## src/verilog/spiMem_params.svh

```systemverilog
// Sizing macros for the SPI byte memory; include wherever a width or depth is needed
`ifndef SPI_MEM_PARAMS_SVH
`define SPI_MEM_PARAMS_SVH

// memory geometry
`define SPI_ADDR_WIDTH 7
`define SPI_DATA_WIDTH 8
`define SPI_MEM_DEPTH  128

// flops per pin synchronizer, 3 also works
`define SYNC_STAGES    2

`endif

```

## src/verilog/spiMemPkg.sv

```systemverilog
// Shared types for the SPI byte memory, imported by the RTL and the testbench
`include "spiMem_params.svh"

package spiMemPkg;

    typedef logic [`SPI_ADDR_WIDTH-1:0] addrT;  // memory word address
    typedef logic [`SPI_DATA_WIDTH-1:0] byteT;  // data byte / shift register contents

    // bit position inside the current 8-bit field
    typedef logic [$clog2(`SPI_DATA_WIDTH)-1:0] bitCountT;

    // transaction controller states
    typedef enum logic [2:0] {
        Idle,       // csN high, waiting for a transaction
        GetAddr,    // shifting in address and r/w bit
        ReadLoad,   // loading memory byte into the shift register
        ReadData,   // shifting the byte out on miso
        WriteData,  // shifting the write byte in
        Done        // field complete, wait for csN to rise
    } ctrlStateT;

endpackage

```

## src/verilog/dataMemory.sv

```systemverilog
// Byte storage behind the SPI slave; clocked write, combinational read
`include "spiMem_params.svh"

module dataMemory
    import spiMemPkg::*;
(
    input  logic clk,
    input  logic we,
    input  addrT addr,
    input  byteT writeData,
    output byteT readData
);

    byteT memArray [`SPI_MEM_DEPTH];  // contents undefined until written

    always_ff @(posedge clk) begin
        if (we) begin
            memArray[addr] <= writeData;
        end
    end

    // read port follows the address latch directly
    assign readData = memArray[addr];

endmodule

```

## src/verilog/inputConditioner.sv

```systemverilog
// Synchronizes one asynchronous SPI pin into clk and gives its level and edge pulses
`include "spiMem_params.svh"

module inputConditioner #(
    parameter int stages = `SYNC_STAGES
) (
    input  logic clk,
    input  logic arstN,
    input  logic pin,
    output logic level,
    output logic rise,
    output logic fall
);

    logic [stages-1:0] syncChain;  // bit 0 sees the raw pin
    logic              levelPrev;

    // all stages come out of reset high so an idle-high csN shows no edge
    always_ff @(posedge clk or negedge arstN) begin
        if (!arstN) begin
            syncChain <= '1;
            levelPrev <= 1'b1;
        end else begin
            syncChain <= {syncChain[stages-2:0], pin};
            levelPrev <= syncChain[stages-1];
        end
    end

    assign level = syncChain[stages-1];

    // one-cycle pulses, high while the new level differs from the old one
    assign rise = level & ~levelPrev;
    assign fall = ~level & levelPrev;

endmodule

```

## src/verilog/shiftRegister.sv

```systemverilog
// Byte-wide shift register for SPI data, serial in on shiftEn, parallel load from memory
module shiftRegister
    import spiMemPkg::*;
(
    input  logic clk,
    input  logic arstN,
    input  logic shiftEn,     // one-cycle pulse per sclk rising edge
    input  logic serialIn,
    input  logic load,
    input  byteT parallelIn,
    output byteT parallelOut,
    output logic serialOut
);

    byteT shiftData;

    // load beats shift when both arrive in the same cycle
    always_ff @(posedge clk or negedge arstN) begin
        if (!arstN) begin
            shiftData <= '0;
        end else if (load) begin
            shiftData <= parallelIn;
        end else if (shiftEn) begin
            shiftData <= {shiftData[$bits(byteT)-2:0], serialIn};  // MSB first on the wire
        end
    end

    assign parallelOut = shiftData;
    assign serialOut   = shiftData[$bits(byteT)-1];

endmodule

```

## src/verilog/spiController.sv

```systemverilog
// Transaction FSM of the SPI slave; counts sclk edges and issues the datapath strobes
`include "spiMem_params.svh"

module spiController
    import spiMemPkg::*;
(
    input  logic clk,
    input  logic arstN,
    input  logic csSync,    // synchronized csN level
    input  logic csFall,    // start of a transaction
    input  logic sclkRise,  // master has presented a new mosi bit
    input  logic mosiSync,
    output logic addrWe,
    output logic srLoad,
    output logic memWe,
    output logic misoEn
);

    // last bit of the address field and of any 8-bit field
    localparam bitCountT addrLastBit  = bitCountT'(`SPI_ADDR_WIDTH - 1);
    localparam bitCountT fieldLastBit = '1;

    ctrlStateT state;
    bitCountT  bitCount;

    always_ff @(posedge clk or negedge arstN) begin
        if (!arstN) begin
            state    <= Idle;
            bitCount <= '0;
            addrWe   <= 1'b0;
            srLoad   <= 1'b0;
            memWe    <= 1'b0;
            misoEn   <= 1'b0;
        end else begin
            // strobes are single-cycle unless set below
            addrWe <= 1'b0;
            srLoad <= 1'b0;
            memWe  <= 1'b0;

            if (csSync && state != Idle) begin
                // master released csN so the transaction is dropped without a write
                state  <= Idle;
                misoEn <= 1'b0;
            end else begin
                case (state)
                    Idle: begin
                        if (csFall) begin
                            state    <= GetAddr;
                            bitCount <= '0;
                        end
                    end

                    GetAddr: begin
                        if (sclkRise) begin
                            bitCount <= bitCount + bitCountT'(1);  // wraps into the data field
                            if (bitCount == addrLastBit) begin
                                addrWe <= 1'b1;  // address now sits in sr bits 6:0
                            end
                            if (bitCount == fieldLastBit) begin
                                // eighth bit is r/w where 1 means read
                                if (mosiSync) begin
                                    state  <= ReadLoad;
                                    srLoad <= 1'b1;
                                end else begin
                                    state <= WriteData;
                                end
                            end
                        end
                    end

                    ReadLoad: begin
                        // srLoad is high this cycle and the byte lands in the shift register
                        state  <= ReadData;
                        misoEn <= 1'b1;
                    end

                    ReadData: begin
                        if (sclkRise) begin
                            bitCount <= bitCount + bitCountT'(1);
                            if (bitCount == fieldLastBit) begin
                                state  <= Done;  // bit 0 has been sampled by the master
                                misoEn <= 1'b0;
                            end
                        end
                    end

                    WriteData: begin
                        if (sclkRise) begin
                            bitCount <= bitCount + bitCountT'(1);
                            if (bitCount == fieldLastBit) begin
                                memWe <= 1'b1;  // full byte shifted in
                                state <= Done;
                            end
                        end
                    end

                    Done: begin
                        // no bursts so just wait for csN to go high
                        misoEn <= 1'b0;
                    end

                    default: begin
                        state  <= Idle;
                        misoEn <= 1'b0;
                    end
                endcase
            end
        end
    end

endmodule

```

## src/verilog/spiMemory.sv

```systemverilog
// Top level of the SPI-attached byte memory; mode 0 slave with a 128 x 8 array
`include "spiMem_params.svh"

module spiMemory
    import spiMemPkg::*;
(
    input  logic clk,
    input  logic arstN,
    input  logic sclk,
    input  logic csN,
    input  logic mosi,
    output logic miso
);

    logic sclkRise;
    logic sclkFall;
    logic csSync;
    logic csFall;
    logic mosiSync;

    logic addrWe;
    logic srLoad;
    logic memWe;
    logic misoEn;

    byteT srData;
    logic srMsb;
    byteT memReadData;
    addrT addrLatch;

    // pin conditioning, all three pins see the same latency
    inputConditioner u_sclkCond (
        .clk   (clk),
        .arstN (arstN),
        .pin   (sclk),
        .level (),
        .rise  (sclkRise),
        .fall  (sclkFall)
    );

    inputConditioner u_csCond (
        .clk   (clk),
        .arstN (arstN),
        .pin   (csN),
        .level (csSync),
        .rise  (),
        .fall  (csFall)
    );

    inputConditioner u_mosiCond (
        .clk   (clk),
        .arstN (arstN),
        .pin   (mosi),
        .level (mosiSync),
        .rise  (),
        .fall  ()
    );

    shiftRegister u_shiftReg (
        .clk         (clk),
        .arstN       (arstN),
        .shiftEn     (sclkRise),
        .serialIn    (mosiSync),
        .load        (srLoad),
        .parallelIn  (memReadData),
        .parallelOut (srData),
        .serialOut   (srMsb)
    );

    // address is captured after the seventh bit, before the r/w bit shifts in
    always_ff @(posedge clk) begin
        if (addrWe) begin
            addrLatch <= srData[`SPI_ADDR_WIDTH-1:0];
        end
    end

    dataMemory u_mem (
        .clk       (clk),
        .we        (memWe),
        .addr      (addrLatch),
        .writeData (srData),
        .readData  (memReadData)
    );

    spiController u_ctrl (
        .clk      (clk),
        .arstN    (arstN),
        .csSync   (csSync),
        .csFall   (csFall),
        .sclkRise (sclkRise),
        .mosiSync (mosiSync),
        .addrWe   (addrWe),
        .srLoad   (srLoad),
        .memWe    (memWe),
        .misoEn   (misoEn)
    );

    // miso changes on sclk falling edges so the master can sample on the rise
    always_ff @(posedge clk or negedge arstN) begin
        if (!arstN) begin
            miso <= 1'b0;
        end else if (!misoEn) begin
            miso <= 1'b0;
        end else if (sclkFall) begin
            miso <= srMsb;
        end
    end

endmodule
```

## config.mk

```make
export PLATFORM = sky130hd
export DESIGN_NAME = spiMemory
export DESIGN_NICKNAME = d
export VERILOG_FILES = /design/src/verilog/spiMemPkg.sv /design/src/verilog/dataMemory.sv /design/src/verilog/inputConditioner.sv /design/src/verilog/shiftRegister.sv /design/src/verilog/spiController.sv /design/src/verilog/spiMemory.sv
export VERILOG_INCLUDE_DIRS = /design/src /design/src/verilog
export SDC_FILE = /design/constraint.sdc
export NUM_CORES = 1
export LEC_CHECK = 0
export ABC_CLOCK_PERIOD_IN_PS = 2700
export BUFFER_PORTS_ARGS = -buffer_cell sky130_fd_sc_hd__buf_2
export CAP_MARGIN = 20
export CELL_PAD_IN_SITES_DETAIL_PLACEMENT = 2
export CELL_PAD_IN_SITES_GLOBAL_PLACEMENT = 2
export CORE_MARGIN = 5
export CORE_UTILIZATION = 35
export CTS_CLUSTER_SIZE = 24
export DETAILED_ROUTE_END_ITERATION = 6
export GPL_ROUTABILITY_DRIVEN = 1
export PLACE_DENSITY = 0.72
export SLEW_MARGIN = 40
export SYNTH_ARGS = -nofsm -noshare
export SYNTH_HDL_FRONTEND = slang
export SYNTH_SLANG_ARGS = --single-unit
```

## constraint.sdc

```tcl
create_clock -name clk -period 2.7 [get_ports clk]
set_input_delay 0.54 -clock clk [delete_from_list [all_inputs] [get_ports clk]]
set_output_delay 0.54 -clock clk [all_outputs]
set_load 0.03 [all_outputs]
```

==> results of run 1 <==
==> where the power goes <==
part | internal, mW | total (mW) | switching (mW)
registers | 18.9 | 19.1 | 0.239
logic | 0.251 | 1.42 | 1.17
clock network | 9.05 | 15.7 | 6.66
total | 28.2 | 36.3 | 8.06
==> stage by stage <==
| step | TNS [ns] | util [%] | worst slack [ns] | hold WS (ns) |
|---|---|---|---|---|
| floorplan | 0 | - | 0.0296 | 0.244 |
| global placement | -0.0576 | 38.0 | -0.0576 | 0.346 |
| detailed placement | -0.112 | 38.0 | -0.112 | 0.347 |
| CTS | 0 | 41.2 | 0.0263 | 0.356 |
| global route | -0.0469 | 41.2 | -0.0469 | 0.362 |
| finish | 0 | 41.2 | 0.0104 | 0.355 |
==> cell families (layout without fill, tap and decap cells) <==
kind of cell    Yosys count  after routing  synth area share [%]
other cells               0              1                     0
buf+inv                 131            467                  2.37
compound gates          221            221                  3.85
mux                     405            405                  15.1
simple gates            314            314                  3.35
fa+ha+maj                 3              3                0.0889
flops                  1065           1065                  75.3
==> registers in the layout (all words and copies together), names as in the netlist, 2 cells and up, named ones only <==
register                flops
u_ctrl.bitCount             3
u_mosiCond.syncChain        2
u_csCond.syncChain          2
u_mem.memArray           1024
u_sclkCond.syncChain        2
u_shiftReg.parallelOut      8
u_ctrl.state                3
addrLatch                   7
==> placed cells by master, fill, tap and decap left out, types with 34 or more instances in the layout <==
cell       netlist  final
edfxtp_1      1031   1031
nor2_1         134    133
nand3_1         44     44
buf_4           10    215
mux4_2         173    173
a21oi_1         34     34
nand2_1         64     64
mux2i_1        200    200
a22oi_1         37     37
clkbuf_16        0    114
==> what timing repair did <==
item	CTS	global route
hold endpoints to repair	22	0
hold buffers	4	0
cloned	1	1
setup buffers	4	1
setup endpoints to repair	5	5
gates resized for setup	2	4
==> metal layers <==
metal / vias up / share of wire [%] / GRT usage, %
li1: 9266 / - / -
met1: 12110 / 40 / 25.2
met2: 786 / 50 / 33.0
met3: 199 / 6.0 / 3.73
met4: 0 / 3.3 / 6.59
met5: - / 0 / 0
==> worst reg2reg max path: stages (launching register included) <==
cell	delay, ns
dfxtp_4	0.69
buf_12	0.21
mux4_2	0.40
mux4_2	0.51
o22ai_1	0.42
o31a_1	0.21
a31oi_1	0.10
==> path summary, 6_finish.rpt <==
kind                       depth (start not counted)                                    end                            start  slack (ns)
setup / recovery                                   6  u_shiftReg.parallelOut[1]$_DFFE_PN0P_                             flop        0.01
hold / removal                                     2                u_ctrl.srLoad$_DFF_PN0_                            arstN        0.36
setup reg to reg                                   6  u_shiftReg.parallelOut[1]$_DFFE_PN0P_                             flop        0.01
hold reg to reg                                    0        u_csCond.syncChain[1]$_DFF_PN1_  u_csCond.syncChain[0]$_DFF_PN1_        0.36
max in group asynchronous                          2  u_shiftReg.parallelOut[7]$_DFFE_PN0P_                            arstN        1.96
min in group clk                                   0        u_csCond.syncChain[1]$_DFF_PN1_  u_csCond.syncChain[0]$_DFF_PN1_        0.36
==> layout make-up <==
class / count / area, um^2
fillers: 11284 / 70400
flip-flops and latches: 1065 / 31800
multi-input cells: 943 / 9470
clock buffers: 140 / 3010
repair buffers: 254 / 2320
well taps: 1612 / 2020
clock inverters: 66 / 696
inverters: 7 / 26.3
diodes: 1 / 2.50
==> metrics, run 1 <==
CP Launch Type=flop; Post-synth top cells=1031 x edfxtp_1, 200 x mux2i_1, 173 x mux4_2; Cell variety after synth=56; Ys Warns=0; critical path, cell by cell=buf_12, mux4_2, mux4_2, o22ai_1, o31a_1, a31oi_1; number of global-route vias before repair=24.7k; H-tree levels=3; Total Power=around 36 mW; cell family with most CP delay=multiplexers; layout cells sized above 1=between 20% and 30%; worst rel slew slack=44.0%; Pleak=16.3 nW; status=complete, no violations; Hold Path Class=primary input to asynchronous set/reset pin; DR vias=22.4k; Final #Nets=between 2k and 2.5k; power density over the cells=735 mW/mm^2; Sink Count=1065; Clk Tree Root Cell=clkbuf_16; Port-buffer cells=5; critical path's largest stage delay=0.69 ns; top-level I/O count=6; GPL Wtd Cong=0.810; total global routing overflow=0; DP HPWL=just under 80000 um; Die Y=357 um; cell count after synthesis=2139; fin crit share=99.6%; Detailed Route Iter0 Violations=2338; WP data arrival=3.24 ns; initial antenna violation count=2; max_cap viols=0; Synth Flop Type=edfxtp_1; fin crit period=2.69 ns; floorplan row count=between 100 and 150; Yosys reg bits=roughly 1.1k; clock slew at reported path FFs=0.06 ns; CTS tree=built; Worst Setup End Kind=flop; largest cells by area after synthesis=edfxtp_1 73%, mux4_2 9.2%, mux2i_1 4.7%; area of the mapped netlist=0.0422 mm^2; cts bufs inserted=112; crit path max fanout=29; Routed WL=125000 um; WL per Instance=a little over 30 um; Seq/Total Area, Yosys=75.3%; Die X=357 um; cell mode on critical path=mux4_2; GRT Total Usage=about 19%; CTS max path bufs=3; Synth area leader=edfxtp_1; top-count cell post-synth=edfxtp_1; Area after DPL=0.0455 mm^2; Async SR Flop Fraction=2.54%; syn_nets=between 2k and 2.5k; Finished Cell Area=0.0494 mm^2; Routed Antenna Nets=0; First-pass DRT Iterations=5; die area=0.128 mm^2; f_max=roughly 0.37 GHz; worst slew pin tran=0.839 ns; Final Setup Violations=0; Worst-Skew Late Latency=0.71 ns; Worst IR Drop VDD=just under 500 uV; Non-Filler Instances=roughly 4.1k; Final Hold Viols=0; Initial Utilization=between 30% and 40%; Cells after DPL=approximately 3.9k; number of synthesized flops with an enable pin=1031; crit path kind=flop to flop; first-pass GRT wire length=182000 um; clk_skew=0.0361 ns; Buffers & Inverters on Critical Path=1; syn avg cell area=~20 um^2; Via density=5.47; post-synth top area share=~73%; Max Transition Viols Final=0; Area Overhead vs Synth=16.9%; DRC viols=0; Critical Path RT=3.25 ns; core area=0.120 mm^2; pin count of the biggest net entering global routing=130; slowest stage cell, crit path=dfxtp_4
No activity file was read; power rests on OpenSTA's default activity.
==> inputs of run 2 (changes only) <==
--- a/config.mk
+++ b/config.mk
@@ -9,14 +9,14 @@
 export ABC_CLOCK_PERIOD_IN_PS = 2700
 export BUFFER_PORTS_ARGS = -buffer_cell sky130_fd_sc_hd__buf_2
 export CAP_MARGIN = 20
-export CELL_PAD_IN_SITES_DETAIL_PLACEMENT = 2
-export CELL_PAD_IN_SITES_GLOBAL_PLACEMENT = 2
+export CELL_PAD_IN_SITES_DETAIL_PLACEMENT = 0
+export CELL_PAD_IN_SITES_GLOBAL_PLACEMENT = 1
 export CORE_MARGIN = 5
 export CORE_UTILIZATION = 35
 export CTS_CLUSTER_SIZE = 24
 export DETAILED_ROUTE_END_ITERATION = 6
 export GPL_ROUTABILITY_DRIVEN = 1
-export PLACE_DENSITY = 0.72
+export PLACE_DENSITY = 0.67
 export SLEW_MARGIN = 40
 export SYNTH_ARGS = -nofsm -noshare
 export SYNTH_HDL_FRONTEND = slang
==> run 2 against run 1 <==
Against the previous run:
- final cell count fell by 0.98%
- register-to-register slack better by 0.14 ns
- non-clock buffer count shrank 26
- sequential share of layout area is 0.88 points higher
- wire length is 20% lower
- via count shrank 5.2%
- total power fell by 4.7%
- fmax rose by 5.6%
- clock skew shrank 0.0070 ns
- cell area fell by 1.3%
- global-route usage decreased by 4.0 points
- largest cell class unchanged
==> metrics, run 2 (same netlist as run 1, synthesis figures left out) <==
Area after DPL=0.0453 mm^2; r2r endpoint=u_shiftReg.parallelOut[4]$_DFFE_PN0P_; reg-to-reg slack, setup=0.15 ns; GRT Total Usage=15.5%; worst slack at placement=0.0194 ns; Routed WL=99500 um; status=complete, no violations; Die Y=around 360 um; critical path, cell by cell=buf_16, buf_8, mux4_2, mux4_2, o22ai_2, o31a_1, a31oi_1; power density over the cells=709 mW/mm^2; pin count of the biggest net entering global routing=131; CP endpoint=u_shiftReg.parallelOut[4]$_DFFE_PN0P_; most common cell after layout, fill and taps aside=edfxtp_1; Logic pwr share=3.8%; Worst Setup End Kind=flop; Reg area=0.0318 mm^2; Sw Ratio=roughly a fifth; Max Transition Viols Final=0; DRC viols=0; DP HPWL=62300 um; most frequent cells in the layout=1031 x edfxtp_1, 200 x mux2i_1, 192 x buf_4, 173 x mux4_2, 134 x nor2_1; Detailed Route Iter0 Violations=between 1.5k and 2k; WP data arrival=3.10 ns; cts bufs inserted=~100; multi-input logic area=0.00945 mm^2; Total Power=34.6 mW; CP Launch Type=flop; ant diodes=0; Final Setup Violations=0; WHS=0.354 ns; Int Pwr=27.3 mW; max_cap viols=0; clk_skew=0.0291 ns; Critical Path RT=3.25 ns; Routed Antenna Nets=0; clock slew at reported path FFs=~0.060 ns; Sink Count=approximately 1.1k; cell mode on critical path=mux4_2; max FFs per register=1024; worst slew pin tran=0.819 ns; floorplan row count=127; Hold Path Class=flop to flop; total global routing overflow=0; core area=0.120 mm^2; DR vias=21.2k; first-pass GRT wire length=around 150000 um; crit path kind=flop to flop; Finished Cell Area=0.0487 mm^2; GRT busiest layer=met2; Port-buffer cells=5; initial antenna violation count=0; Final Hold Viols=0; Clk Tree Root Cell=clkbuf_16; critical path's largest stage delay=0.52 ns; Cells after DPL=just under 4k; Non-Filler Instances=4048; fin util=40.7%; Reg with most FFs=u_mem.memArray; met2 Usage GRT=between 20% and 30%; CTS tree=built; WL per Instance=roughly 25 um; Worst-Skew Late Latency=0.69 ns; Filler Cell Count=between 10k and 15k; Clock power frac=approximately two fifths; Switch Pwr=between 7 and 8 mW; CTS max path bufs=3; die area=between 0.1 and 0.15 mm^2; slowest stage cell, crit path=mux4_2; Sum Neg Setup Slack=0 ns; fin crit period=2.55 ns; GPL Wtd Cong=around 0.86; crit path max fanout=23; Die X=357 um; Final #Nets=2357; First-pass DRT Iterations=5; Initial Utilization=between 30% and 40%; RSZ-0062 raised after global routing=false; Worst IR Drop VDD=494 uV; layout cells sized above 1=24.8%; Area Overhead vs Synth=15.3%; number of global-route vias before repair=21.6k; met3 Usage GRT=2.37%; worst reg2reg path depth=7; top-level I/O count=6; met1 usage=21.2%; f_max=0.393 GHz; fin crit share=94.3%; Pleak=16.0 nW; Flop pwr share=55.2%; H-tree levels=3; worst rel slew slack=a little under half; final worst slack=0.154 ns; Via density=about 5.2
run 2: cell count changes in the layout (fill, tap and decap cells not counted), sizes merged:
cell      before  now
clkbuf       141  131
bufbuf         1    0
diode          1    0
clkinv        42   46
clkinvlp       5    4
inv           14   11
buf          248  224
bufinv        12    8
run 2: worst min-delay path by stage:
stage	startpoint	endpoint	cells after the start	slack (ns)
after CTS	u_csCond.syncChain[0]$_DFF_PN1_	u_csCond.syncChain[1]$_DFF_PN1_	0	0.36
after floorplan	arstN	miso$_DFFE_PN0P_	0	0.24
after global routing	u_csCond.syncChain[0]$_DFF_PN1_	u_csCond.syncChain[1]$_DFF_PN1_	0	0.36
after detailed placement	u_csCond.syncChain[0]$_DFF_PN1_	u_csCond.syncChain[1]$_DFF_PN1_	0	0.35
after global placement	u_mosiCond.syncChain[0]$_DFF_PN1_	u_mosiCond.syncChain[1]$_DFF_PN1_	0	0.35
final	u_csCond.syncChain[0]$_DFF_PN1_	u_csCond.syncChain[1]$_DFF_PN1_	0	0.35
run 2: repair_timing:
action,4_1_cts,5_1_grt
setup endpoints to repair,1,1
hold buffers,4,0
endpoints found under the hold margin,22,0
setup buffers,0,0
pin swaps,1,1
resized for setup,1,4
run 2: routing by layer:
metal / wire length [um] / up-vias
li1: - / 9180
met1: 42400 / 11253
met2: 49400 / 630
met3: 5410 / 134
met4: 2310 / 0
met5: 0 / -
run 2: area by class of cell:
cell class | count | share of cell area, %
Clock buffer | 131 | 5.72
Inverter | 7 | 0.0539
Sequential cell | 1065 | 65.4
Clock inverter | 62 | 1.16
Multi-Input combinational cell | 943 | 19.4
Tap cell | 1612 | 4.14
Timing Repair Buffer | 228 | 4.17
run 2: worst max-delay path, delay by kind of cell (launching register included):
kind                   cells  cell delay (ns)
AOI/OAI and AO/OA          3             0.58
buffers and inverters      2             0.41
DFF                        1             0.40
muxes                      2             0.99
run 2: power by group through the flow:
stage / clock network [mW] / registers (mW) / logic, mW
detailed placement: 0 / 19.4 / 1.35
global route: 15.2 / 19.1 / 1.45
floorplan: 0 / 19.8 / 0.278
CTS: 14.5 / 19.1 / 1.35
global placement: 0 / 19.4 / 1.26
finish: 14.2 / 19.1 / 1.33
